**config.mk**
```make
export PLATFORM = sky130hd
export DESIGN_NAME = mem_arbiter
export DESIGN_NICKNAME = d
export VERILOG_FILES = /design/src/logic/arcade_pkg.sv /design/src/logic/mem_arbiter.sv
export SDC_FILE = /design/constraint.sdc
export NUM_CORES = 1
export LEC_CHECK = 0
export BUFFER_PORTS_ARGS = -buffer_cell sky130_fd_sc_hd__buf_2
export CAP_MARGIN = 40
export CELL_PAD_IN_SITES_DETAIL_PLACEMENT = 1
export CELL_PAD_IN_SITES_GLOBAL_PLACEMENT = 1
export CORE_MARGIN = 2
export CORE_UTILIZATION = 16
export DETAILED_ROUTE_END_ITERATION = 12
export GPL_TIMING_DRIVEN = 0
export HOLD_SLACK_MARGIN = 0.05
export PLACE_DENSITY = 0.91
export SETUP_SLACK_MARGIN = 0.4
export SYNTH_ARGS = -nofsm -noshare
export SYNTH_HDL_FRONTEND = slang
export SYNTH_SLANG_ARGS = --single-unit
```
**constraint.sdc**
```tcl
create_clock -name clk -period 1.41 [get_ports clk]
set_input_delay 0.282 -clock clk [delete_from_list [all_inputs] [get_ports clk]]
set_output_delay 0.282 -clock clk [all_outputs]
set_load 0.01 [all_outputs]
```
**src/logic/arcade_pkg.sv**
```systemverilog
// Shared widths, memory access struct and fetch FSM states, imported by every module of the core
package arcade_pkg;

    // Download space and shared memory
    typedef logic [15:0] rom_addr_t;   // Word address
    typedef logic [15:0] rom_data_t;   // One memory word

    // Colour PROMs
    typedef logic [7:0] prom_addr_t;   // Entry inside one PROM
    typedef logic [3:0] prom_data_t;   // 4-bit entry
    typedef logic [1:0] prom_sel_t;    // Up to four PROMs

    // One access to the shared memory, 33 bits
    typedef struct packed {
        logic      write;  // High for a write, low for a read
        rom_addr_t addr;
        rom_data_t data;   // Only meaningful on writes
    } mem_req_t;

    // Game-side fetch unit
    typedef enum logic [1:0] {
        idle,
        wait_grant,        // Read request held towards the arbiter
        wait_data          // Granted, word comes back next cycle
    } fetch_state_t;

endpackage
```
**src/logic/mem_arbiter.sv**
```systemverilog
`timescale 1ns/1ns
// Fixed-priority arbiter sharing the word memory between the loader and the game fetch unit
module mem_arbiter import arcade_pkg::*; (
    input  logic      clk,
    input  logic      rst,
    // Loader side, always wins
    input  logic      load_req,
    input  mem_req_t  load_mem_req,
    output logic      load_grant,
    // Game fetch side
    input  logic      fetch_mem_req_valid,
    input  mem_req_t  fetch_mem_req,
    output logic      fetch_grant,
    output rom_data_t fetch_rd_data,
    output logic      fetch_rd_valid,
    // Memory side
    output logic      mem_valid,
    output mem_req_t  mem_req,
    input  rom_data_t rd_data
);

logic rd_pending;   // Fetch read issued last cycle

// The loader gets every cycle it asks for
assign load_grant  = load_req;
assign fetch_grant = fetch_mem_req_valid && !load_req;

assign mem_valid = load_req || fetch_mem_req_valid;
assign mem_req   = load_req ? load_mem_req : fetch_mem_req;

// Memory has one cycle of read latency
always_ff @(posedge clk) begin
    if (rst) begin
        rd_pending <= 1'b0;
    end else begin
        rd_pending <= fetch_grant && !fetch_mem_req.write;
    end
end

// Only the fetch unit reads, so the data needs no steering beyond the strobe
assign fetch_rd_valid = rd_pending;
assign fetch_rd_data  = rd_data;

endmodule

```
Yosys cells after proc, flatten, opt, wreduce, memory -nomap -nowiden
Cells that the tools add are included.
- logic and storage cells: 7
- flip-flop bits (word level): 1
- output and inout port bits: 53
- multiplexer cells: 1
- reduce and logical (&&, ||, !) cells: 5
- operator list (cell ; count):
    $mux W33 ; 1
    $logic_and A1 B1 Y1 ; 2
    $logic_not A1 Y1 ; 2
    $logic_or A1 B1 Y1 ; 1

Logic depth before layout (Yosys ltp)
- depth in word-level cells: 3
- gate-level depth with buffers: 3

Least setup slack after synthesis
OpenSTA, ideal clock, no wires.
- kind: in2out
- start point: input load_req
- end point: output mem_req[10] (netlist bit)
- cell stages on the path: 3
- path slack: 256 ps
- buffers on the path: 2
- data required time: 1128 ps
- data arrival time: 872 ps
- cells stage by stage: buf_6 -> buf_12 -> mux2_4
- RTL lines (item ; line ; RTL):
    from (decl) ; mem_arbiter.sv:7 ; input logic load_req,
    to (decl) ; mem_arbiter.sv:18 ; output mem_req_t mem_req,

==> results.md <==
- Status: completed
- Initial Utilization: 16.6%
- Startpoint type of the worst setup path: primary input
- WL per Instance: 16.6 um
- Area contributors post-synth: mux2_4, buf_4, mux2_2, buf_12, nor4b_4
- Cell accounting for the most synthesized area: mux2_4
- RSZ-0062 raised after global routing: yes
- Die H: 71.5 um
- First-pass GRT wire length: 5640 um
- Final Setup Violations: 0
- Vias in the first global route: 1,036
- Num ports: 139
- Most frequent cells in the layout: buf_2, mux2_4, buf_6
- Post-synth top area share: 55.7%
- Crit path DAT: 0.99 ns
- FF+latch count, synth: 1
- Syn Area/Cell: 12.6 um^2
- Post-synthesis cell count: 58
- Syn Nets: 144
- CORE AREA: 4380 um^2
- Pwr Total: 651 uW
- Combinational fraction of design power: 95.4%
- Synth unique cells: 9
- Clock group share of total power: 0%
- Die width: 71.5 um
- ANT cells: 0
- Syn. warnings: 0
- Max-cap violations: 0
- Layout cell share with drive strength beyond 1: 99.5%
- P_int: 437 uW
- Sequential share of power: 4.6%
- Final Max Slew Viols: 0
- Net Sw Frac: 33.0%
- Peak supply drop: 0.000181 V
- Hold Violations, Final: 0
- TritonRoute pass-1 iters: 2
- CP Class: in -> out
- Cell Count, Final, Fillers Out: 235
- Largest net degree at the start of global routing: 10
- Required @ worst endpoint: 1.13 ns
- Final hold slack: 0.483 ns
- Max reg flops: 1
- Crit-path max FO: 9
- Placed cell count: 231
- Fin Setup TNS: 0 ns
- Switching pwr: 215 uW
- Worst-margin pin slew: 0.182 ns
- Grt total ovfl: 0
- Total Wirelength: 3910 um
- Register area share after synthesis: 2.75%
- PwrDens: 377 nW/um^2
- Die area: 5110 um^2
- DRT iter0 DRCs: 4
- Via density: 4.07
- Commonest non-fill, non-tap cell in the layout: buf_2
- DP Wirelength: 3200 um
- Crit path capture type: output pin
- DRC errors left: 0
- Placement row count: 24
- Worst rel slew slack: 87.8%
- Crit share post-route: 90.0%
- Post-Synthesis Cell Area: 728 um^2
- Via count: 956
- Clk slew on worst S/H paths: 0 ns
- Gr usage total: 14.1%
- RePlAce Congestion: 0.671
- Detail Route Antenna Nets: 0
- Initial antenna violation count: 0
- Final net count: 271
- Area grow syn2layout: 137%
- IO buf count: 121
- Highest clock rate: 0.788 GHz
- LEAKAGE: 0.00100 uW
- Final min period: 1.27 ns
- HP Class: in -> reg
## synth_stat cells
| master | n |
|---|---|
| dfxtp_1 | 1 |
| nor4b_4 | 1 |
| or2_1 | 1 |
| nor2b_1 | 1 |
| mux2_4 | 27 |
| mux2_2 | 6 |
| buf_6 | 1 |
| buf_4 | 17 |
| buf_12 | 3 |
## metal layers
metal / wire, um / GRT usage [%]
met1: 1350 / 15.5
met2: 2080 / 28.4
met3: 485 / 3.66
met4: 0 / 0
met5: 0 / 0
## kinds of logic (layout without fill, tap and decap cells)
| logic type | after synthesis | after routing | synth area share [%] |
|---|---|---|---|
| muxes | 33 | 33 | 64.9 |
| buffers and inverters | 21 | 146 | 27.3 |
| and+or+nand+nor | 3 | 3 | 4.98 |
| DFF | 1 | 1 | 2.75 |
## repair_timing
| action | CTS | global route |
|---|---|---|
| buffers inserted | 1 | 0 |
| resized for setup | 29 | 14 |
| setup endpoints to repair | 35 | 36 |
| hold buffers | 0 | 0 |
| gates cloned | 3 | 0 |
## final cells by class
cell class	count	area [um^2]
Multi-Input combinational cell	36	533
Sequential cell	1	20.0
Fill cell	505	2660
Buffer	21	215
Tap cell	52	65.1
Timing Repair Buffer	125	895
## worst max-delay path: stages
cell	delay, ns
buf_16	0.13
buf_12	0.14
mux2_4	0.28
buf_2	0.14
## per-stage QoR
step                setup slack [ns]  instance area [um^2]  util [%]
detailed placement             0.116                  1410      32.2
finish                         0.140                  1730      39.4
CTS                            0.121                  1660      37.8
floorplan                      0.276                   742         -
global route                   0.123                  1730      39.4
global placement               0.118                  1410      32.2
## final timing paths
kind | cells after the start | startpoint | slack (ns) | endpoint
hold / removal | 2 | rst | 0.48 | fetch_rd_valid$_SDFF_PP0_
setup / recovery | 4 | load_req | 0.14 | mem_req[27]
## power groups by stage
stage	Combinational, uW	Sequential (uW)	Clock, uW
5_1_grt	659	30.0	0
6_report	622	29.8	0
4_1_cts	596	29.8	0
2_1_floorplan	266	30.2	0
3_5_place_dp	487	29.8	0
3_3_place_gp	481	29.9	0
No activity file was read; power rests on OpenSTA's default activity.
