## config.mk

```make
export PLATFORM = sky130hd
export DESIGN_NAME = prom_bank
export DESIGN_NICKNAME = d
export VERILOG_FILES = /design/src/logic/arcade_pkg.sv /design/src/logic/prom_bank.sv
export SDC_FILE = /design/constraint.sdc
export NUM_CORES = 2
export LEC_CHECK = 0
export CAP_MARGIN = 20
export CORE_MARGIN = 2
export CORE_UTILIZATION = 40
export DETAILED_ROUTE_END_ITERATION = 7
export DONT_BUFFER_PORTS = 1
export PLACE_DENSITY_LB_ADDON = 0.25
export SLEW_MARGIN = 20
export SYNTH_ARGS = -nofsm -noshare
export SYNTH_HDL_FRONTEND = slang
export SYNTH_SLANG_ARGS = --single-unit
```

## constraint.sdc

```tcl
create_clock -name clk -period 3.6 [get_ports clk]
set_input_delay 0.36 -clock clk [delete_from_list [all_inputs] [get_ports clk]]
set_output_delay 0.36 -clock clk [all_outputs]
set_load 0.1 [all_outputs]
```

## src/logic/arcade_pkg.sv

```systemverilog
// Shared widths, memory access struct and fetch FSM states, imported by every module of the core
package arcade_pkg;

    // Download space and shared memory
    typedef logic [15:0] rom_addr_t;   // Word address
    typedef logic [15:0] rom_data_t;   // One memory word

    // Colour PROMs
    typedef logic [7:0] prom_addr_t;   // Entry inside one PROM
    typedef logic [3:0] prom_data_t;   // 4-bit entry
    typedef logic [1:0] prom_sel_t;    // Up to four PROMs

    // One access to the shared memory, 33 bits
    typedef struct packed {
        logic      write;  // High for a write, low for a read
        rom_addr_t addr;
        rom_data_t data;   // Only meaningful on writes
    } mem_req_t;

    // Game-side fetch unit
    typedef enum logic [1:0] {
        idle,
        wait_grant,        // Read request held towards the arbiter
        wait_data          // Granted, word comes back next cycle
    } fetch_state_t;

endpackage
```

## src/logic/prom_bank.sv

```systemverilog
`timescale 1ns/1ns
// Bank of 4-bit colour PROMs, written during download and read by the game with registered output
module prom_bank import arcade_pkg::*; #(
    parameter int NUM_PROMS = 4
) (
    input  logic                 clk,
    // Download side
    input  logic [NUM_PROMS-1:0] prom_we,
    input  prom_addr_t           prom_wr_addr,
    input  prom_data_t           prom_wr_data,
    // Game side
    input  prom_sel_t            prom_sel,
    input  prom_addr_t           prom_addr,
    output prom_data_t           prom_data
);

prom_data_t mem [NUM_PROMS][256];

// One strobe per PROM, only one is ever high
always_ff @(posedge clk) begin
    for (int i = 0; i < NUM_PROMS; i++) begin
        if (prom_we[i]) begin
            mem[i][prom_wr_addr] <= prom_wr_data;
        end
    end
end

always_ff @(posedge clk) begin
    if (prom_sel < NUM_PROMS) begin
        prom_data <= mem[prom_sel][prom_addr];
    end else begin
        prom_data <= '0;   // Unfitted PROM reads as zero
    end
end

endmodule

```

Word-level counts from Yosys, hierarchy flattened

Memories as Yosys holds them, arrays and structs flattened.
Cells that the tools add are included.

Memories kept: 1
Output and inout port bits: 4
Memory bits (writable): 4096
Register bits: 4
Input port bits: 27
Word-level logic and storage cells: 21

Reductions and logical operators: 1
Bitwise logic cells: 2
Muxes and demuxes: 13
Order comparisons: 3

Memory list:

| name | depth | width | read ports | clocked after memory_dff | write ports | line            | RTL |
|---|---|---|---|---|---|---|---|
| mem  | 4     | 1024  | 1          | 0                        | 4           | prom_bank.sv:17 | `prom_data_t mem [NUM_PROMS][256];` |

Operators by type and width:

| cell                                                                         | count |
|---|---|
| 1024-bit two-way mux                                                         | 4 |
| 4-bit binary-select mux with 8-bit select                                    | 1 |
| 4-bit demux with 8-bit select                                                | 1 |
| 9-bit greater-or-equal comparator, second input constant                     | 2 |
| 8-bit NOT with 9-bit output                                                  | 2 |
| 4-bit two-way mux                                                            | 3 |
| 9-bit by 1-bit less-than comparator with 1-bit output, second input constant | 1 |
| 1-bit two-way mux                                                            | 4 |
| 1-bit logical AND                                                            | 1 |

Logic depth before layout (Yosys ltp)

Word-level depth: 6
Mapped depth: 16
Mapped depth without buffers: 8

Worst setup path before layout

OpenSTA, ideal clock, no wires.

Path kind: in2reg
From: input port prom_sel[0]
To: register prom_data[1]
Path buffers: 6
Library setup time: 126 ps
Stages: 12
Required time: 3474 ps
Path slack: 557 ps
Arrival time: 2917 ps
Cell sequence: buf_6 > buf_12 > buf_6 > buf_6 > buf_6 > buf_2 > mux4_2 > mux4_2 > a221oi_1 > o21ai_1 > a22oi_1 > nand3_1

Word-level cells in the longest chain between the ends: 4

Ends and longest elaborated chain:

| element                                               | line            | RTL |
|---|---|---|
| start, declared                                       | prom_bank.sv:12 | `input prom_sel_t prom_sel,` |
| memory 4 x 1024 bit                                   | --              |  |
| 4-bit binary-select mux with 8-bit select             | prom_bank.sv:30 | `prom_data <= mem[prom_sel][prom_addr];` |
| 4-bit two-way mux (implied by the code) (2 in series) | prom_bank.sv:30 |  |
| end signal, assigned                                  | prom_bank.sv:30 |  |
| end, declared                                         | prom_bank.sv:14 | `output prom_data_t prom_data` |

No other way between the ends. The select of a mux whose other input is x is not followed.

Worst setup path in the final report

From: input port prom_sel[1]
To: register prom_data[0]

Same word-level chain as after synthesis.

==> results.cfg <==
[logic_synthesis]
syn_inst = 8206
yosys.area_share.simple = 0.05069
ys_seq_area_frac = 0.7489
synth_compound_area_frac = 0.02792
async_flop_share = 0
synth_area_leaders = edfxtp_1 75%, mux4_2 13%, and3_1 3.9%
synth_fa_ha_area_frac = 0
yosysWarnings = 0
synth_top_family_by_area = multiplexers
ys_seq_elements = 4100
synth_top_area_share = 0.7484
yosysTopAreaCell = edfxtp_1
synth_xor_xnor_area_share = 0
yosys.cell_types.count = 68
synth_flop_cell = edfxtp_1
syn_avg_cell_area_um2 = 20.03
synth_mux_area_frac = 0.1515
synth_edf_count = 4096
synthesis.nets = 8233
syn_area_um2 = 164400

[pwr]
power_density_nw_per_um2 = 543.5
swShare = 0.2153
clkPwrFrac = 0.429
power_frac_seq = 0.519
p_leak_nw = 62.46
ir_drop_mv = 0.4406
p_int_mw = 79.70
finalPower_mw = 101.6
comb_power_share = 0.052
p_switching_mw = 21.86

[floorplan]
io_pins = 31
coreArea_um2 = 409300
start_util = 0.4015
die_h_um = 645.0
die_area_um2 = 416000
die_x_um = 645.0
rows = 235

[sta]
clock_skew_ns = 0.07111
final_max_slew_viol_count = 46
finalSetupTns_ns = 0
rsz0062_at_grt = no
max_slew_margin = -0.04186
min_period_ns = 3.559
worst_pin_slew_ns = 1.563
finalCritPeriodShare = 0.9887
fin_hold_ws_ns = -0.01884
max_freq_ghz = 0.2810
setup_viol_count_final = 0
hold_viol_final = 2

[critical_path]
rr_startpoint = mem[2][852]$_DFFE_PP_
startpoint_type = primary input
cp.arrival_ns = 4.38
cp_max_fo = 169
startpoint = prom_sel[1]
cp_cell_sequence = buf_16 -> buf_16 -> mux4_2 -> mux4_2 -> nand2_1 -> nand4b_1 -> buf_4 -> nand4_1 -> a41oi_1 -> a32o_1 -> or4_1
cp-end-kind = flip-flop
path_class = primary input to flip-flop
slowest_delay_ns = 0.59
crit_slowest_cell = buf_16
crit_required_ns = 4.42

[layout]
final_core_util = 0.4565
most-common-layout-cells = 4096 x edfxtp_1, 1029 x and3_1, 918 x mux4_2
drive_above_1_share = 0.2274
seqCellArea_um2 = 123100
final_net_count = 8393
layout_commonest_cell = edfxtp_1
multi_input_area_um2 = 38120
fill_cells = 34060
syn_to_final_growth_pct = 13.69

[job]
maxCapViolCount = 0

[clock_network]
cts_sinks = 4100
post_cts_buffers = 0
cts_root_buffer = clkbuf_16
h-tree-depth = 5
clkTransAtPathRegs_ns = 0.06
clk_latency_ns = 0.97
cts_tree = done
cts_buffer_depth = 4
cts_buffers = 420

[placement]
hpwlAfterDp_mm = 233.3
io_buffers = 0
gp_congestion = 0.7928

[drt]
drc = 0
detail_route.wl_per_cell_um = 32.00
ant_nets = 0
first_iter_violations = 11240
routed_wl_mm = 454.2
viasPerCell = 5.984
firstDrtPassIters = 6
vias = 84950

[worst_hold_path]
min-delay-start = prom_wr_data[3]
hold_path_class = primary input to flip-flop

[grt]
grt_max_degree = 772
grt_pass1_vias = 86340
grt_pass1_wl_mm = 645.2
grt-ovfl-total = 0
grt_use_total = 0.2136
antenna_found_initial = 35

[outcome]
status = complete, but fails checks
failed_checks = hold timing, slew limit
-- registers in the layout, indices dropped and copies added, names as in the netlist --
register   cells
mem         4096
prom_data      4
-- power groups by stage --
stage / registers [mW] / logic (mW) / clock network [mW]
after global routing: 52.7 / 5.50 / 45.9
after global placement: 53.8 / 4.00 / 0
after detailed placement: 53.8 / 4.60 / 0
after floorplan: 53.7 / 2.72 / 0
after CTS: 52.8 / 4.95 / 44.1
final: 52.7 / 5.23 / 43.6
-- Yosys cell counts, drive strengths merged, types with 3 or more instances --
cell type	instances
or4	5
a22oi	69
a22o	12
o22ai	103
and3b	3
nor2	78
nand3b	4
nor3	76
a21oi	125
a311oi	4
a31oi	10
a2111oi	9
o211ai	13
nand4b	3
mux2i	412
nand2	115
o21a	4
inv	6
and3	1029
clkbuf	442
buf	244
o31ai	7
edfxtp	4096
mux4	919
o221ai	159
o2111ai	3
nor4	15
nand4	11
nor2b	8
mux2	6
nand3	28
nor3b	3
nor4b	3
o21ai	78
and4b	4
a221oi	21
a32oi	4
and2	11
dfxtp	4
a211oi	20
nand2b	13
nor4bb	3
-- kinds of logic after synthesis --
family / after synthesis
AO/OA/AOI/OAI: 659
buffers and inverters: 692
flip-flops: 4100
multiplexers: 1337
AND/OR/NAND/NOR: 1418
-- worst max-delay path, delay by kind of cell --
kind                   cells  cell delay (ns)
buffers and inverters      3             1.31
AOI/OAI and AO/OA          2             0.49
and+or+nand+nor            4             0.83
muxes                      2             1.01
-- layer usage --
metal	global-route usage	part of all wire	up-vias
li1	-	-	34860
met1	0.2977	0.41	45510
met2	0.3471	0.48	3901
met3	0.03441	0.082	672
met4	0.06353	0.031	6
met5	0	0.000081	-
-- area by class of cell --
class,instances,share of cell area
Inverter,6,0.0002143
Antenna cell,26,0.0003482
Timing Repair Buffer,424,0.02700
Clock buffer,507,0.05868
Sequential cell,4100,0.6587
Multi-Input combinational cell,3414,0.2040
Tap cell,5451,0.03650
Clock inverter,268,0.01452
-- stage by stage --
step                      area (µm²)  worst slack (ns)  instances
final                         186800           0.04078      14200
after floorplan               164400            0.5567       8206
after global placement        171500            -2.320      13330
after global routing          186800           0.03038      14180
after CTS                     186300           0.03916      14150
after detailed placement      171900            -2.345      13340
-- repair_timing --
| action | CTS | global route |
|---|---|---|
| gates cloned | 9 | 4 |
| endpoints found under the setup margin | 4 | 4 |
| resized for setup | 0 | 2 |
| endpoints found under the hold margin | 1154 | 312 |
| hold buffers | 22 | 7 |
-- path summary, 6_finish.rpt --
check	to	slack (ns)	depth (start not counted)
hold reg to reg	prom_data[0]$_DFF_P_	1.12	5
setup / recovery	prom_data[0]$_DFF_P_	0.04	11
hold / removal	mem[2][351]$_DFFE_PP_	-0.02	1
setup reg to reg	prom_data[0]$_DFF_P_	0.11	9
No activity file was read; power rests on OpenSTA's default activity.
