<file path="config.mk">
export PLATFORM = sky130hd
export DESIGN_NAME = rom_fetch
export DESIGN_NICKNAME = d
export VERILOG_FILES = /design/src/logic/arcade_pkg.sv /design/src/logic/rom_fetch.sv
export SDC_FILE = /design/constraint.sdc
export NUM_CORES = 1
export LEC_CHECK = 0
export BUFFER_PORTS_ARGS = -buffer_cell sky130_fd_sc_hd__buf_4
export CAP_MARGIN = 20
export CORE_MARGIN = 5
export CORE_UTILIZATION = 25
export CTS_BUF_LIST = sky130_fd_sc_hd__clkbuf_16
export CTS_CLUSTER_DIAMETER = 40
export CTS_CLUSTER_SIZE = 25
export DETAILED_ROUTE_END_ITERATION = 16
export GPL_TIMING_DRIVEN = 0
export HOLD_SLACK_MARGIN = 0.12
export PLACE_DENSITY = 0.57
export SYNTH_ARGS = -nofsm -noshare
export SYNTH_HDL_FRONTEND = slang
export SYNTH_SLANG_ARGS = --single-unit
</file>
<file path="constraint.sdc">
create_clock -name clk -period 1.7 [get_ports clk]
set_input_delay 0 -clock clk [delete_from_list [all_inputs] [get_ports clk]]
set_output_delay 0 -clock clk [all_outputs]
set_load 0.05 [all_outputs]
</file>
<file path="src/logic/arcade_pkg.sv">
// Shared widths, memory access struct and fetch FSM states, imported by every module of the core
package arcade_pkg;

    // Download space and shared memory
    typedef logic [15:0] rom_addr_t;   // Word address
    typedef logic [15:0] rom_data_t;   // One memory word

    // Colour PROMs
    typedef logic [7:0] prom_addr_t;   // Entry inside one PROM
    typedef logic [3:0] prom_data_t;   // 4-bit entry
    typedef logic [1:0] prom_sel_t;    // Up to four PROMs

    // One access to the shared memory, 33 bits
    typedef struct packed {
        logic      write;  // High for a write, low for a read
        rom_addr_t addr;
        rom_data_t data;   // Only meaningful on writes
    } mem_req_t;

    // Game-side fetch unit
    typedef enum logic [1:0] {
        idle,
        wait_grant,        // Read request held towards the arbiter
        wait_data          // Granted, word comes back next cycle
    } fetch_state_t;

endpackage
</file>
<file path="src/logic/rom_fetch.sv">
`timescale 1ns/1ns
// Game-side reader: one fetch pulse in, one word and a done pulse out after arbitration
module rom_fetch import arcade_pkg::*; (
    input  logic      clk,
    input  logic      rst,
    // Game side
    input  logic      fetch_req,
    input  rom_addr_t fetch_addr,
    output rom_data_t fetch_data,
    output logic      fetch_ok,
    output logic      fetch_busy,
    // Arbiter side
    input  logic      grant,
    input  logic      rd_valid,
    input  rom_data_t rd_data,
    output logic      mem_req_valid,
    output mem_req_t  mem_req
);

fetch_state_t state;
rom_addr_t    req_addr;

always_ff @(posedge clk) begin
    if (rst) begin
        state    <= idle;
        fetch_ok <= 1'b0;
    end else begin
        fetch_ok <= 1'b0;
        case (state)
            idle: begin
                if (fetch_req) begin
                    state <= wait_grant;
                end
            end
            wait_grant: begin
                if (grant) begin
                    state <= wait_data;
                end
            end
            wait_data: begin
                if (rd_valid) begin
                    state    <= idle;
                    fetch_ok <= 1'b1;
                end
            end
            default: state <= idle;
        endcase
    end
end

// Address captured only on an accepted pulse
always_ff @(posedge clk) begin
    if (state == idle && fetch_req) begin
        req_addr <= fetch_addr;
    end
end

always_ff @(posedge clk) begin
    if (state == wait_data && rd_valid) begin
        fetch_data <= rd_data;
    end
end

// Request held stable until granted
assign mem_req_valid = (state == wait_grant);
assign mem_req       = '{write: 1'b0, addr: req_addr, data: '0};

assign fetch_busy = (state != idle);  // Falls together with fetch_ok

endmodule

</file>
======== Word level (Yosys, flattened, before mapping) ========
Index checks and enable logic that the tools add are counted.
operators by class
  multiply operators ...................... 0
  multiplexer cells ....................... 5
  div/mod/pow operators ................... 0
  $add $sub $neg .......................... 0
  bitwise operators ....................... 1
  shifts and indexed selects .............. 0
  reduce and logical (&&, ||, !) cells .... 6
  magnitude comparators ................... 0
  equality and inequality tests ........... 5
operator list
  operator                                                                number
  2-bit 2-to-1 mux                                                        3
  2-bit != test (second input constant)                                   3
  2-bit case mux with 3 select lines                                      1
  3-bit AND reduction                                                     1
  2-bit by 1-bit equality test with 1-bit output (second input constant)  1
  2-bit equality test (second input constant)                             1
  1-bit logical AND                                                       2
  2-bit zero test                                                         1
  2-bit nonzero test                                                      1
  2-bit OR reduction                                                      1
  1-bit 2-to-1 mux                                                        1
  1-bit inverter                                                          1
storage, ports and cells
  RAM bits ................................ 0
  output and inout port bits .............. 52
  word-level logic and storage cells ...... 21
  memories ................................ 0
  register bits after elaboration ......... 35
  input bits .............................. 37
  bits in latches ......................... 0
  bits in read-only memories .............. 0

======== Logic depth before layout (Yosys ltp) ========
  depth in word-level cells ............... 3
  depth in mapped cells ................... 2
  depth with buffers taken out ............ 2

======== Least setup slack after synthesis ========
Ideal clock, no wire load.
  kind .................................... register to register
  from .................................... reg state[0]
  to ...................................... reg req_addr[0] (enable)
  library setup time ...................... 389 ps
  data required time ...................... 1311 ps
  cell stages (with the launch flop) ...... 3
  slack ................................... -239 ps
  period minus slack after synthesis ...... 1939 ps
  data arrival time ....................... 1550 ps
  path buffers ............................ 0
  path through ............................ dfxtp_1 > or2_1 > nor2_1
between the ends
  word-level cells in the longest chain between the ends .. 2
ends and longest elaborated chain
  element                   RTL line         RTL
  start: declaration        rom_fetch.sv:20  fetch_state_t state;
  start signal: assignment  rom_fetch.sv:25  state <= idle;
  start signal: assignment  rom_fetch.sv:32  state <= wait_grant;
  start signal: assignment  rom_fetch.sv:37  state <= wait_data;
  2-bit zero test           rom_fetch.sv:53  if (state == idle && fetch_req) begin
  1-bit logical AND         rom_fetch.sv:53
  end signal: assignment    rom_fetch.sv:54  req_addr <= fetch_addr;
  end: declaration          rom_fetch.sv:21  rom_addr_t req_addr;
No other way between the ends.
A chain may end at the register's enable or synchronous reset.

======== Worst setup path after layout ========
  from .................................... reg state[1]
  to ...................................... reg state[1]
between the ends
  word-level cells in the longest chain between the ends .. 3
  elaborated cells between the ends (all ways) .. 8
  those cells by class .................... eq/ne: 5; mux: 1; reduce/logical: 2
ends and longest elaborated chain
  element                                            RTL line         RTL
  2-bit equality test, or another cell as far along  rom_fetch.sv:29  case (state)
  2-bit != test (no line)                            --
  3-bit AND reduction (no line)                      --
Parallel ways exist; a longest one is shown, timed or not.

==> results.py <==
metrics = {
    "run_status": {
        "status": "complete, no violations",
    },
    "yosys": {
        "synthSimpleGateAreaFrac_pct": 4.78,
        "synthDistinctLibCells": 15,
        "synth_xor_area_share_pct": 0,
        "synth_mux_area_share_pct": 0,
        "synth_top_family_by_area": "buffers and inverters",
        "syn_inst": 66,
        "synth_compound_area_share_pct": 1.32,
        "synth-warning-count": 0,
        "ys_seq_elements": 35,
        "seq_area_frac_synth_pct": 82.9,
        "synth_area_sq_um": 1230,
        "avgSynthCellArea_sq_um": 18.7,
        "synth_fa_ha_area_share_pct": 0,
    },
    "cts": {
        "cts_max_path_buffers": 2,
        "postCtsSetupBuffers": 0,
        "cts_max_level": 2,
        "path_clk_slew_ps": 50,
        "numCtsBuffers": 5,
        "cts_root_buffer": "clkbuf_16",
        "cts.sinks": 35,
        "clkLatencyLatePin_ps": 270,
        "cts_tree": "done",
    },
    "cells_and_area": {
        "syn_to_final_growth_pct": 97.2,
        "drive_above_1_share_pct": 49.0,
        "nNetsFinal": 235,
        "fillers": 410,
        "mostFrequentLayoutCells": "buf_4 (89), dlygate4sd3_1 (37), edfxtp_1 (32), conb_1 (17), clkbuf_16 (5)",
        "mostFrequentLayoutCell": "buf_4",
        "n_antenna_cell": 0,
    },
    "drt": {
        "viasPerCell": 3.54,
        "drc": 0,
        "firstDrtPassIters": 2,
        "drtAntennaViolNets": 0,
        "drt-total-wl_um": 3220,
        "wl_per_cell_um": 12.1,
        "via_count": 939,
        "drt_iter0_markers": 42,
    },
    "worst_setup_path": {
        "rr_worst_depth": 3,
        "timing.critical_path.buf_inv": 1,
        "timing.critical_path.required_ps": 1910,
        "critical_path_arrival_ps": 1680,
        "critical_path_depth": 3,
        "start_kind": "register",
        "crit_path_max_incr_delay_ps": 540,
        "crit_fanout": 6,
        "crit_type": "reg2reg",
        "cpLargestDelayFamily": "buffers and inverters",
        "critical-path-slowest-cell": "dlygate4sd3_1",
        "cp-end-kind": "register",
        "critical_path.cell_chain": "or3b_1 -> a21oi_2 -> dlygate4sd3_1",
    },
    "job": {
        "cap_violations": 0,
    },
    "place": {
        "gp_congestion": 0.678,
        "post-dp-hpwl_um": 2270,
        "port_buffers": 71,
    },
    "global_routing": {
        "grt_pass1_vias": 1020,
        "antenna_found_initial": 0,
        "grt_max_degree": 17,
        "grt_pass1_wl_um": 4900,
        "grt.total_usage_pct": 10.3,
        "overflow": 0,
    },
    "die": {
        "ios": 89,
        "die_w_um": 80.2,
        "start_util_pct": 25.9,
        "num_rows": 25,
        "die_y_um": 80.2,
        "core_area_sq_um": 4750,
        "die-area_sq_um": 6430,
    },
    "min_path": {
        "hold_path.class": "in2reg",
        "hold_depth": 3,
    },
    "sta": {
        "tns_ps": 0,
        "hold_viol": 0,
        "timing.final.crit_share_pct": 86.4,
        "slew_violations": 0,
        "setup_violations": 0,
        "rsz0062_at_grt": "false",
        "max_freq_mhz": 681,
        "fin_skew_ps": 2.37,
        "post-route-min-period_ps": 1470,
    },
    "power_and_ir_drop": {
        "finalPower_mw": 2.27,
        "p_leak_nw": 1.08,
        "power_density_nw_per_um2": 936,
        "ir_worst_vdd_mv": 0.324,
    },
}
## through the flow
step,hold WS (ps),area [sq um],setup slack [ps],cells,util (%)
floorplan,62.4,1290,21.4,82,-
global placement,177,1910,-116,220,40.2
detailed placement,180,1920,36.7,221,40.3
CTS,260,2420,28.3,265,50.9
global route,228,2430,143,265,51.1
finish,220,2430,231,265,51.1
## routing by layer
layer  track usage, %  part of all wire [%]  routed length, um
met1             11.2                    40               1280
met2             17.7                    48               1530
met3             3.92                    11                341
met4             4.56                   1.8                 57
met5                0                     0                  0
## sequential cells by signal, summed over array words and instances (netlist names)
signal,count
fetch_data,16
req_addr,16
fetch_ok,1
state,2
## final timing paths
check	slack, ps	start	to
worst min register to register	520	state[1]	fetch_ok
worst max register to register	230	state[1]	state[1]
worst max-delay path	230	state[1]	state[1]
worst min-delay path	220	fetch_req	req_addr[15]
## power by group
group	leakage [nW]	internal [mW]	switching [mW]	total [mW]
combinational	0.687	0.185	0.274	0.459
sequential	0.322	0.983	0.0119	0.995
clock	0.0671	0.525	0.294	0.819
## Yosys cell counts, drive strengths merged
master	n	area share (%)
or3b	1	0.71
nor2	2	0.61
and2b	1	0.61
nand2b	2	1.0
a21oi	1	0.71
or2	1	0.51
edfxtp	32	78
nand2	1	0.30
buf	17	10
nor3	1	0.41
conb	1	0.30
nand3b	1	0.61
a211oi	1	0.61
inv	1	0.30
dfxtp	3	4.9
## final cells by class
| cell class | count | area, sq um | area share (%) |
|---|---|---|---|
| clock inverters | 2 | 8.76 | 0.361 |
| inverters | 1 | 3.75 | 0.155 |
| multi-input cells | 29 | 146 | 6.03 |
| repair buffers | 109 | 911 | 37.5 |
| flip-flops and latches | 35 | 1020 | 42.1 |
| well taps | 67 | 83.8 | 3.45 |
| plain buffers | 17 | 128 | 5.26 |
| clock buffers | 5 | 125 | 5.15 |
## kinds of logic (layout without fill, tap and decap cells)
logic type,count (synthesis),count (layout)
buffers and inverters,18,134
AOI/OAI and AO/OA,2,2
and+or+nand+nor,10,10
other,1,17
DFF,35,35
## tightest hold or removal path, stage by stage
cell and delay (ps):
buf_4 110, inv_1 80, nor2_4 110
## timing repair
item	in CTS	in global routing
gates resized for setup	0	1
hold buffers	37	0
endpoints found under the hold margin	35	0
setup endpoints to repair	0	16
Note: power is estimated with default switching activity, not from simulation.
