## config.mk

```make
export PLATFORM = sky130hd
export DESIGN_NAME = download_ctrl
export DESIGN_NICKNAME = d
export VERILOG_FILES = /design/src/logic/arcade_pkg.sv /design/src/logic/download_ctrl.sv
export SDC_FILE = /design/constraint.sdc
export NUM_CORES = 1
export LEC_CHECK = 0
export ABC_AREA = 1
export CAP_MARGIN = 20
export CORE_ASPECT_RATIO = 0.5
export CORE_MARGIN = 2
export CORE_UTILIZATION = 42
export DETAILED_ROUTE_END_ITERATION = 16
export DONT_BUFFER_PORTS = 1
export PLACE_DENSITY_LB_ADDON = 0.12
export SLEW_MARGIN = 20
export SYNTH_ARGS = -nofsm -noshare
export SYNTH_HDL_FRONTEND = slang
export SYNTH_SLANG_ARGS = --single-unit
```

## constraint.sdc

```tcl
create_clock -name clk -period 2.1 [get_ports clk]
set_input_delay 0.42 -clock clk [delete_from_list [all_inputs] [get_ports clk]]
set_output_delay 0.42 -clock clk [all_outputs]
set_load 0.03 [all_outputs]
```

## src/logic/arcade_pkg.sv

```systemverilog
// Shared widths, memory access struct and fetch FSM states, imported by every module of the core
package arcade_pkg;

    // Download space and shared memory
    typedef logic [15:0] rom_addr_t;   // Word address
    typedef logic [15:0] rom_data_t;   // One memory word

    // Colour PROMs
    typedef logic [7:0] prom_addr_t;   // Entry inside one PROM
    typedef logic [3:0] prom_data_t;   // 4-bit entry
    typedef logic [1:0] prom_sel_t;    // Up to four PROMs

    // One access to the shared memory, 33 bits
    typedef struct packed {
        logic      write;  // High for a write, low for a read
        rom_addr_t addr;
        rom_data_t data;   // Only meaningful on writes
    } mem_req_t;

    // Game-side fetch unit
    typedef enum logic [1:0] {
        idle,
        wait_grant,        // Read request held towards the arbiter
        wait_data          // Granted, word comes back next cycle
    } fetch_state_t;

endpackage
```

## src/logic/download_ctrl.sv

```systemverilog
// Splits the download stream into shared memory writes and PROM writes and sequences soft reset
`timescale 1ns/1ns
module download_ctrl import arcade_pkg::*; #(
    parameter rom_addr_t PROM_START      = 16'h1000,
    parameter int        NUM_PROMS       = 4,
    parameter int        SOFT_RST_CYCLES = 255
) (
    input  logic                 clk,
    input  logic                 rst,
    input  logic                 downloading,
    input  logic                 romload_wr,
    input  rom_addr_t            romload_addr,
    input  rom_data_t            romload_data,
    input  logic                 rst_req,
    input  logic                 load_grant,
    output logic                 load_req,
    output mem_req_t             load_mem_req,
    output logic [NUM_PROMS-1:0] prom_we,
    output prom_addr_t           prom_wr_addr,
    output prom_data_t           prom_wr_data,
    output logic                 soft_rst
);

localparam int CNT_W = $clog2(SOFT_RST_CYCLES + 1);

logic             wr_ok;
logic             mem_hit;
logic             prom_hit;
rom_addr_t        prom_offset;      // Address relative to the PROM region
logic [CNT_W-1:0] soft_rst_cnt;
logic             last_downloading;

assign wr_ok       = downloading && romload_wr;  // Strobes outside a download are ignored
assign prom_offset = romload_addr - PROM_START;
assign mem_hit     = wr_ok && (romload_addr < PROM_START);
assign prom_hit    = wr_ok && (romload_addr >= PROM_START) && (prom_offset[15:8] < NUM_PROMS);

// PROM entries are written straight from the stream
assign prom_wr_addr = prom_offset[7:0];
assign prom_wr_data = romload_data[3:0];

genvar k;
generate
    for (k = 0; k < NUM_PROMS; k++) begin : g_prom_we
        assign prom_we[k] = prom_hit && (prom_offset[15:8] == 8'(k));
    end
endgenerate

// Memory words are registered and offered to the arbiter
always_ff @(posedge clk) begin
    if (rst) begin
        load_req <= 1'b0;
    end else if (mem_hit) begin
        load_req <= 1'b1;
    end else if (load_grant) begin
        load_req <= 1'b0;   // Consumed
    end
end

always_ff @(posedge clk) begin
    if (mem_hit) begin
        load_mem_req <= '{write: 1'b1, addr: romload_addr, data: romload_data};
    end
end

// Soft reset held after the download ends, then driven by the reset request
always_ff @(posedge clk) begin
    if (rst) begin
        soft_rst         <= 1'b0;
        soft_rst_cnt     <= '0;
        last_downloading <= 1'b0;
    end else begin
        last_downloading <= downloading;
        if (last_downloading && !downloading) begin
            soft_rst     <= 1'b1;
            soft_rst_cnt <= CNT_W'(SOFT_RST_CYCLES);
        end else if (soft_rst_cnt > 1) begin
            soft_rst_cnt <= soft_rst_cnt - 1'b1;
        end else begin
            soft_rst_cnt <= '0;
            soft_rst     <= rst_req;   // Hold time over
        end
    end
end

endmodule

```

==> After elaboration in Yosys (flattened, before gate mapping) <==
Index checks and enable logic that the tools add are counted.
{ "word_totals": {"in_bits": 38, "regBits": 43, "elab_cells": 34} }
{ "op_classes": {"n_addsub": 2, "n_reduce_logical": 12, "n_lt_le_gt_ge": 4, "eq_ne": 4, "n_mux": 6} }
{ "ops": {"columns": ["op", "count"], "rows": [
  ["8-bit by 2-bit equality test with 1-bit output (second input constant)", 2],
  ["16-bit by 13-bit greater-or-equal comparator with 1-bit output (second input constant)", 1],
  ["16-bit by 13-bit less-than comparator with 1-bit output (second input constant)", 1],
  ["8-bit 2-to-1 mux", 2],
  ["16-bit by 13-bit subtractor with 16-bit output (second input constant)", 1],
  ["1-bit logical AND", 9],
  ["8-bit by 1-bit equality test with 1-bit output (second input constant)", 1],
  ["8-bit by 1-bit > comparator with 1-bit output (second input constant)", 1],
  ["8-bit zero test", 1],
  ["8-bit by 3-bit less-than comparator with 1-bit output (second input constant)", 1],
  ["8-bit by 1-bit subtractor with 8-bit output (second input constant)", 1],
  ["1-bit 2-to-1 mux", 4],
  ["2-bit != test (second input constant)", 1],
  ["2-bit nonzero test", 1],
  ["1-bit zero test", 1]
]} }

==> Longest topological paths before layout <==
Gate-level depths: netlist of the first run.
{ "logic_depth": {"word_depth": 4, "mapped_depth": 8} }

==> Worst setup path after synthesis of the first run <==
OpenSTA, ideal clock, no wires.
{ "synth_timing": {"kind": "input port to output port", "startpoint": "input romload_addr[13]", "endpoint": "output prom_we[1]", "t_arrival_ns": 1.515, "cell_stages": 4, "path_slack_ns": 0.165, "path_buffers": 0, "required_time_ns": 1.680, "path_cell_list": "or2_1 nor2_1 nand2_1 nor3_1"} }
{ "synth_between": {"elab_chain_len": 4, "word_cells_on_any_way": 7, "classes_between": "add/sub: 1; order compare: 2; eq/ne: 1; reduce/logical: 3"} }
{ "synth_rtl": {"columns": ["item", "line_no", "text"], "rows": [
  ["start, declared", "download_ctrl.sv:12", "input rom_addr_t romload_addr,"],
  ["16-bit by 13-bit subtractor with 16-bit output / 16-bit by 13-bit greater-or-equal comparator with 1-bit output (equally long branches)", "download_ctrl.sv:34, download_ctrl.sv:36", null],
  ["8-bit by 3-bit less-than comparator with 1-bit output / 1-bit logical AND (equally long branches)", "download_ctrl.sv:36", "assign prom_hit = wr_ok && (romload_addr >= PROM_START) && (prom_offset[15:8] < NUM_PROMS);"],
  ["1-bit logical AND", "download_ctrl.sv:36", null],
  ["1-bit logical AND (*)", "download_ctrl.sv:45", "assign prom_we[k] = prom_hit && (prom_offset[15:8] == 8'(k));"],
  ["end, declared", "download_ctrl.sv:18", "output logic [NUM_PROMS-1:0] prom_we,"]
]} }
Every way passes the cells marked *; elsewhere a longest branch is shown, timed or not.

==> Worst setup path in the final report of the first run <==
{ "layout_timing": {"startpoint": "input romload_addr[14]", "endpoint": "output prom_we[1]"} }
Same word-level chain as after synthesis.

==> results.sh, run 1 <==
export IMPL_p_per_area_nw_per_um2=1280
export IMPL_p_switching_uw=702
export IMPL_diodes=0
export IMPL_required_ns=1.68
export IMPL_wl_um=3080
export IMPL_rsz0062_at_grt="false"
export IMPL_yosysWarnings=0
export IMPL_irDropWorstVdd_mv=0.638
export IMPL_clockRootBuffer="clkbuf_8"
export IMPL_syn_area_per_cell_sq_um=11.7
export IMPL_row_count=16
export IMPL_drc=0
export IMPL_min_period_ns=1.74
export IMPL_finalSetupTns_ns=0
export IMPL_dp_cells=192
export IMPL_outcome="finished, final reports clean"
export IMPL_combPwrFrac_pct=22.7
export IMPL_synth_xor_xnor_area_share_pct=0
export IMPL_post_route_period_util_pct=82.7
export IMPL_slew_viol_final=0
export IMPL_final_common_cell="edfxtp_1"
export IMPL_clock_skew_ns=0.00155
export IMPL_vias=994
export IMPL_cts_tree="done"
export IMPL_grt_max_degree=17
export IMPL_die_area_sq_um=4610
export IMPL_first_pass_iters=4
export IMPL_numCtsBuffers=5
export IMPL_ys_types=22
export IMPL_path_max_fanout=4
export IMPL_synth_compound_area_share_pct=3.96
export IMPL_clk_pin_slew_ns=0.08
export IMPL_worst_setup_path_end_kind="output pin"
export IMPL_grt_ovfl_total=0
export IMPL_coreArea_sq_um=3900
export IMPL_cts_buffer_depth=2
export IMPL_syn_nets=186
export IMPL_grt_pass1_vias=945
export IMPL_antenna_found_initial=0
export IMPL_cap_violations=0
export IMPL_internal_power_mw=1.67
export IMPL_leakagePower_nw=0.716
export IMPL_layout_common_cells="edfxtp_1, inv_1, nand2_1"
export IMPL_portBuffers=0
export IMPL_dieHeight_um=49.0
export IMPL_die_w_um=94.1
export IMPL_ys_seq_elements=43
export IMPL_synthSimpleGateAreaFrac_pct=15.1
export IMPL_critPathArrivalTime_ns=1.32
export IMPL_cts_hold_buffers=0
export IMPL_synth_fa_ha_area_share_pct=1.47
export IMPL_start_kind="input port"
export IMPL_post_route_util_pct=47.3
export IMPL_hold_class="input port to flop"
export IMPL_synth_mux_area_share_pct=0
export IMPL_cts_max_level=2
export IMPL_hold_violations=0
export IMPL_clk_latency_ns=0.28
export IMPL_syn_area_sq_um=1700
export IMPL_layout_drive_gt1_share_pct=13.7
export IMPL_finalSetupViolations=0
export IMPL_gp_congestion=0.794
export IMPL_cts_sinks=43
export IMPL_routed_via_density=4.97
export IMPL_clkPwrFrac_pct=31.5
export IMPL_ant_nets=0
export IMPL_synth_seq_area_share_pct=69.3
export IMPL_p_seq_share_pct=45.8
export IMPL_critPathKind="input port to output pin"
export IMPL_nNetsFinal=185
export IMPL_cts_resized=0
export IMPL_dp_final_hpwl_um=2230
export IMPL_area_growth_pct=8.44
export IMPL_clock_fmax_mhz=576
export IMPL_synth_cells=146
export IMPL_fillers=376
export IMPL_p_sw_share_pct=29.6
export IMPL_drt_iter0_drc=12
export IMPL_track_usage_pct=13.7
export IMPL_initial_core_util_pct=43.7
export IMPL_ioPinCount=89
export IMPL_cts_setup_buffers=0
export IMPL_regToRegSetupSlack_ns=0.67
export IMPL_synth_top_family_by_area="simple AND/OR/NAND/NOR gates"
export IMPL_grt_pass1_wl_um=4760
export IMPL_wl_per_cell_um=15.4
export IMPL_final_cell_count_no_fill=200
## final cells by class
type / count / area (sq um) / area share (%)
Clock buffer: 6 / 72.6 / 3.93
Clock inverter: 2 / 60.1 / 3.25
Inverter: 18 / 67.6 / 3.66
Multi-Input combinational cell: 71 / 354 / 19.2
Sequential cell: 43 / 1180 / 63.9
Tap cell: 54 / 67.6 / 3.66
Timing Repair Buffer: 6 / 45.0 / 2.44
## final timing paths
check,from,end,cells after the start
worst max-delay path,romload_addr[14],prom_we[1],6
worst min-delay path,rst,soft_rst_cnt[2],1
worst max register to register,soft_rst_cnt[0],soft_rst_cnt[6],7
worst min register to register,soft_rst_cnt[7],soft_rst_cnt[7],4
## flip-flops by register name, summed over array words and instances, names as in the netlist
name              count
load_mem_req         32
soft_rst_cnt          8
last_downloading      1
load_req              1
soft_rst              1
## power groups by stage
stage	registers, mW	clock network [mW]	logic [mW]
6_report	1.09	0.746	0.538
5_1_grt	1.10	0.810	0.629
4_1_cts	1.09	0.768	0.544
3_5_place_dp	1.10	0	0.543
3_3_place_gp	1.10	0	0.538
2_1_floorplan	1.09	0	0.499
## logic make-up (layout without fill, tap and decap cells)
family / count (synthesis) / count (layout)
compound gates: 13 / 13
fa+ha+maj: 2 / 2
simple gates: 55 / 55
other cells: 1 / 1
buf+inv: 32 / 32
flops: 43 / 43
## routing by layer
layer	track usage, %	part of all wire (%)
met4	5.31	0.84
met3	6.18	6.7
met5	0	0
met2	22.1	48
met1	16.2	44
## worst max-delay path, cell delays in order
cell      delay (ns)
nor2_1          0.15
nand3b_1        0.10
nor2_1          0.14
nand2_1         0.12
nor3_1          0.18
buf_4           0.20
## cells in the mapped netlist, drive strengths merged
cell type | instances | area (sq um)
nand2 | 17 | 68.8
o21ai | 4 | 20.0
nor3 | 3 | 15.0
a21oi | 8 | 40.0
nor2 | 18 | 82.6
dfxtp | 11 | 220
or2 | 1 | 6.26
nand3 | 13 | 65.1
clkbuf | 1 | 3.75
buf | 13 | 97.6
conb | 1 | 3.75
edfxtp | 32 | 961
ha | 2 | 25.0
inv | 18 | 67.6
nand3b | 1 | 7.51
a21boi | 1 | 7.51
nand4 | 2 | 12.5
## per-stage QoR
stage / power [mW] / area [sq um] / hold slack [ns] / worst slack (ns)
CTS: 2.40 / 1850 / 0.180 / 0.365
global placement: 1.64 / 1720 / 0.491 / 0.453
global route: 2.54 / 1850 / 0.168 / 0.235
floorplan: 1.59 / 1700 / 0.519 / 0.165
finish: 2.37 / 1850 / 0.189 / 0.364
detailed placement: 1.65 / 1720 / 0.493 / 0.376
Note: power is estimated with default switching activity, not from simulation.
==> run 2, diff against run 1 <==
==> constraint.sdc (replaced) <==
create_clock -name clk -period 1.5 [get_ports clk]
set_input_delay 0.3 -clock clk [delete_from_list [all_inputs] [get_ports clk]]
set_output_delay 0.3 -clock clk [all_outputs]
set_load 0.03 [all_outputs]
==> run 2 against run 1 <==
Compared with the run above: clock skew about the same; register-to-register slack worse by 0.45 ns; cell area rose by 1.8%.
==> results.sh, run 2 (synthesis results as in run 1) <==
export IMPL_dp_final_hpwl_um=2170
export IMPL_cts_tree="done"
export IMPL_grt_pass1_wl_um=4390
export IMPL_finalSetupViolations=0
export IMPL_leakagePower_nw=0.715
export IMPL_layout_common_cells="edfxtp_1, inv_1, nand2_1"
export IMPL_min_period_ns=1.46
export IMPL_diodes=0
export IMPL_p_sw_share_pct=29.4
export IMPL_clk_pin_slew_ns=0.08
export IMPL_combPwrFrac_pct=23.2
export IMPL_outcome="finished, final reports clean"
export IMPL_cap_violations=0
export IMPL_rsz0062_at_grt="false"
export IMPL_met3_usage_pct=5.56
export IMPL_critPathArrivalTime_ns=1.16
export IMPL_die_w_um=94.1
export IMPL_clkPwrFrac_pct=31.5
export IMPL_coreArea_sq_um=3900
export IMPL_p_switching_uw=986
export IMPL_top_regs="load_mem_req: 32 flops, soft_rst_cnt: 8 flops"
export IMPL_final_cell_count_no_fill=201
export IMPL_hold_class="input port to flop"
export IMPL_area_growth_pct=10.4
export IMPL_hold_violations=0
export IMPL_p_per_area_nw_per_um2=1780
export IMPL_nNetsFinal=186
export IMPL_gp_congestion=0.810
export IMPL_busiest_layer="met2"
export IMPL_wl_per_cell_um=15.2
export IMPL_clock_fmax_mhz=687
export IMPL_required_ns=1.20
export IMPL_start_kind="input port"
export IMPL_top_register="load_mem_req"
export IMPL_cts_sinks=43
export IMPL_use_met2_pct=22.4
export IMPL_path_max_fanout=4
export IMPL_dieHeight_um=49.0
export IMPL_ioPinCount=89
export IMPL_internal_power_mw=2.37
export IMPL_p_seq_share_pct=45.3
export IMPL_post_route_period_util_pct=97.1
export IMPL_vias=987
export IMPL_cts_buffer_depth=2
export IMPL_track_usage_pct=13.1
export IMPL_largest_register_ffs=32
export IMPL_ant_nets=0
export IMPL_row_count=16
export IMPL_drt_iter0_drc=33
export IMPL_routed_via_density=4.91
export IMPL_use_met1_pct=14.0
export IMPL_first_pass_iters=4
export IMPL_drc=0
export IMPL_clock_skew_ns=0.00153
export IMPL_die_area_sq_um=4610
export IMPL_cts_max_level=2
export IMPL_antenna_found_initial=0
export IMPL_slew_viol_final=0
export IMPL_numCtsBuffers=5
export IMPL_initial_core_util_pct=43.7
export IMPL_portBuffers=0
export IMPL_clk_latency_ns=0.29
export IMPL_final_common_cell="edfxtp_1"
export IMPL_wl_um=3050
export IMPL_clockRootBuffer="clkbuf_8"
export IMPL_irDropWorstVdd_mv=0.903
export IMPL_dp_cells=193
export IMPL_worst_setup_path_end_kind="output pin"
export IMPL_critPathKind="input port to output pin"
export IMPL_layout_drive_gt1_share_pct=17.0
export IMPL_post_route_util_pct=48.2
export IMPL_grt_ovfl_total=0
export IMPL_grt_pass1_vias=899
export IMPL_grt_max_degree=33
## run 2: cell type report
type | count | area [sq um]
clock buffers | 6 | 72.6
multi-input cells | 71 | 364
fillers | 359 | 2020
clock inverters | 2 | 60.1
repair buffers | 7 | 65.1
flip-flops and latches | 43 | 1180
inverters | 18 | 71.3
well taps | 54 | 67.6
## run 2: worst paths after layout
check	cells past startpoint	to	startpoint	slack, ns
worst max-delay path	6	prom_we[3]	romload_addr[14]	0.04
worst min-delay path	1	soft_rst_cnt[4]	rst	0.07
worst max register to register	7	soft_rst_cnt[6]	soft_rst_cnt[1]	0.22
worst min register to register	4	soft_rst_cnt[7]	soft_rst_cnt[7]	0.58
## run 2: worst max-delay path: stages
cell and delay [ns]:
nor2_1 0.15, nand3b_1 0.11, nor2_2 0.14, nand2_2 0.10
nor3_1 0.16, buf_4 0.19
## run 2: power groups by stage
| stage | clock, mW | combinational, mW | sequential [mW] |
|---|---|---|---|
| finish | 1.05 | 0.779 | 1.52 |
| global route | 1.13 | 0.919 | 1.53 |
| CTS | 1.08 | 0.785 | 1.52 |
| detailed placement | 0 | 0.782 | 1.54 |
| global placement | 0 | 0.783 | 1.55 |
| floorplan | 0 | 0.699 | 1.52 |
## run 2: stage by stage
| stage | setup TNS (ns) | power, mW | hold WS [ns] | instance area, sq um | setup WS (ns) |
|---|---|---|---|---|---|
| after floorplan | -0.585 | 2.22 | 0.399 | 1710 | -0.195 |
| final | 0 | 3.35 | 0.0674 | 1880 | 0.0441 |
| after global routing | 0 | 3.58 | 0.0471 | 1880 | 0.0195 |
| after global placement | 0 | 2.33 | 0.372 | 1740 | 0.0921 |
| after CTS | 0 | 3.38 | 0.0547 | 1870 | 0.0427 |
| after detailed placement | 0 | 2.32 | 0.373 | 1740 | 0.0379 |
## run 2: timing repair
item	CTS	global route
setup buffers	0	0
gates resized for setup	0	3
hold buffers	0	0
setup endpoints to repair	0	3
## run 2: metal layers
metal | wire length, um | vias up | part of all wire [%]
li1 | - | 471 | -
met1 | 1280 | 465 | 42
met2 | 1520 | 46 | 50
met3 | 220 | 5 | 7.2
met4 | 40 | 0 | 1.3
met5 | 0 | - | 0
==> run 3, diff against run 2 <==
--- a/config.mk
+++ b/config.mk
@@ -9,10 +9,10 @@
 export CAP_MARGIN = 20
 export CORE_ASPECT_RATIO = 0.5
 export CORE_MARGIN = 2
-export CORE_UTILIZATION = 42
+export CORE_UTILIZATION = 26
 export DETAILED_ROUTE_END_ITERATION = 16
 export DONT_BUFFER_PORTS = 1
-export PLACE_DENSITY_LB_ADDON = 0.12
+export PLACE_DENSITY = 0.37
 export SLEW_MARGIN = 20
 export SYNTH_ARGS = -nofsm -noshare
 export SYNTH_HDL_FRONTEND = slang
==> run 3 against run 2 <==
Compared with the run above: hold slack gained 0.017 ns; first-iteration DRC count rose by 18%; sequential share of layout area shrank 1.7 points; routed wire length up 4.7%; cell area increased by 2.7%; utilization fell by 17 points; register-to-register slack got worse by 0.04 ns; die area is 57% higher; clock-buffer cell count unchanged; critical endpoint is now prom_we[1].
==> results.sh, run 3 (synthesis results as in run 1) <==
export IMPL_row_count=20
export IMPL_r2r_start="soft_rst_cnt[1]"
export IMPL_ioPinCount=89
export IMPL_grt_pass1_vias=933
export IMPL_clk_pin_slew_ns=0.06
export IMPL_leakagePower_nw=0.717
export IMPL_r2r_cells=7
export IMPL_finalSetupViolations=0
export IMPL_grt_max_degree=33
export IMPL_hold_violations=0
export IMPL_area_growth_pct=13.4
export IMPL_required_ns=1.20
export IMPL_path_max_fanout=4
export IMPL_worst_slack_ns=0.0791
export IMPL_clk_latency_ns=0.28
export IMPL_min_period_ns=1.42
export IMPL_slowest_delay_ns=0.21
export IMPL_first_pass_iters=2
export IMPL_gp_congestion=0.832
export IMPL_coreArea_sq_um=6210
export IMPL_ant_nets=0
export IMPL_vias=970
export IMPL_worst_setup_path_end_kind="output pin"
export IMPL_fillers=657
export IMPL_slowest_stage="or2_1"
export IMPL_nNetsFinal=186
export IMPL_cap_violations=0
export IMPL_top_regs="load_mem_req: 32 flops, soft_rst_cnt: 8 flops"
export IMPL_layout_common_cells="edfxtp_1, inv_1, nand2_1"
export IMPL_antenna_found_initial=0
export IMPL_pre_cts_ws_ns=0.0191
export IMPL_post_route_period_util_pct=94.7
export IMPL_diodes=0
export IMPL_drt_iter0_drc=39
export IMPL_dieHeight_um=61.2
export IMPL_clockRootBuffer="clkbuf_16"
export IMPL_top_register="load_mem_req"
export IMPL_hold_class="input port to flop"
export IMPL_wl_um=3200
export IMPL_critPathArrivalTime_ns=1.12
export IMPL_post_route_util_pct=31.1
export IMPL_path_cells="or2_1 -> nor2_1 -> nand2_2 -> nor3_1 -> buf_4"
export IMPL_clock_skew_ns=0.00196
export IMPL_cts_setup_buffers=0
export IMPL_startpoint="romload_addr[13]"
export IMPL_regToRegSetupSlack_ns=0.18
export IMPL_p_per_area_nw_per_um2=1730
export IMPL_drc=0
export IMPL_reg2reg_to="soft_rst_cnt[4]"
export IMPL_routed_via_density=4.13
export IMPL_irDropWorstVdd_mv=0.570
export IMPL_critPathKind="input port to output pin"
export IMPL_dp_final_hpwl_um=2350
export IMPL_cts_tree="done"
export IMPL_cts_sinks=43
export IMPL_start_kind="input port"
export IMPL_seqCellArea_sq_um=1180
export IMPL_cts_buffer_depth=2
export IMPL_cp_endpoint="prom_we[1]"
export IMPL_cts_max_level=2
export IMPL_totalPowerFinal_mw=3.34
export IMPL_multi_input_area_sq_um=364
export IMPL_outcome="finished, final reports clean"
export IMPL_rsz0062_at_grt="false"
export IMPL_path_depth=5
export IMPL_die_area_sq_um=7260
export IMPL_largest_register_ffs=32
export IMPL_layout_drive_gt1_share_pct=17.0
export IMPL_grt_pass1_wl_um=4760
export IMPL_portBuffers=0
export IMPL_track_usage_pct=8.98
export IMPL_die_w_um=118
export IMPL_final_common_cell="edfxtp_1"
export IMPL_slew_viol_final=0
export IMPL_grt_ovfl_total=0
export IMPL_cp_top_family="simple AND/OR/NAND/NOR gates"
export IMPL_wl_per_cell_um=13.6
export IMPL_clock_fmax_mhz=704
export IMPL_initial_core_util_pct=27.5
export IMPL_numCtsBuffers=5
export IMPL_critPathBufInv=1
run 3: cell types whose count changed in the layout (fill, tap and decap cells not counted), sizes merged:
cell,before,now
clkinv,0,1
bufinv,2,0
clkinvlp,1,2
run 3: final cells by class:
type                            count  area share [%]
Clock buffer                        6            6.67
Timing Repair Buffer                7            3.37
Tap cell                           88            5.70
Sequential cell                    43            61.1
Multi-Input combinational cell     71            18.8
Clock inverter                      2           0.647
Inverter                           18            3.69
run 3: where the power goes:
part           switching [mW]  internal (mW)
registers               0.128           1.39
clock network           0.421          0.614
logic                   0.471          0.310
total                    1.02           2.32
run 3: stage by stage:
step	area [sq um]	instances	TNS, ns	hold slack [ns]
global placement	1780	227	0	0.372
detailed placement	1780	227	0	0.373
global route	1930	235	0	0.0678
floorplan	1710	146	-0.585	0.399
CTS	1920	235	0	0.0741
finish	1930	235	0	0.0847
run 3: repair_timing:
action | CTS | global route
gates resized for setup | 0 | 3
setup endpoints to repair | 0 | 3
hold buffers | 0 | 0
run 3: routing by layer:
metal,wire [um],vias to the layer above,track usage [%]
met1,1430,458,10.2
met5,0,-,0
met2,1550,34,14.9
met4,43,0,4.59
met3,179,5,4.07
li1,-,473,-
run 3: worst min-delay path by stage:
stage	from	endpoint	cells past startpoint	slack (ns)
after floorplan	romload_data[0]	load_mem_req[0]	0	0.40
after global placement	rst	soft_rst_cnt[1]	1	0.37
after detailed placement	rst	soft_rst_cnt[3]	1	0.37
after CTS	rst	soft_rst_cnt[1]	1	0.07
after global routing	rst	soft_rst_cnt[1]	1	0.07
final	rst	soft_rst_cnt[1]	1	0.08
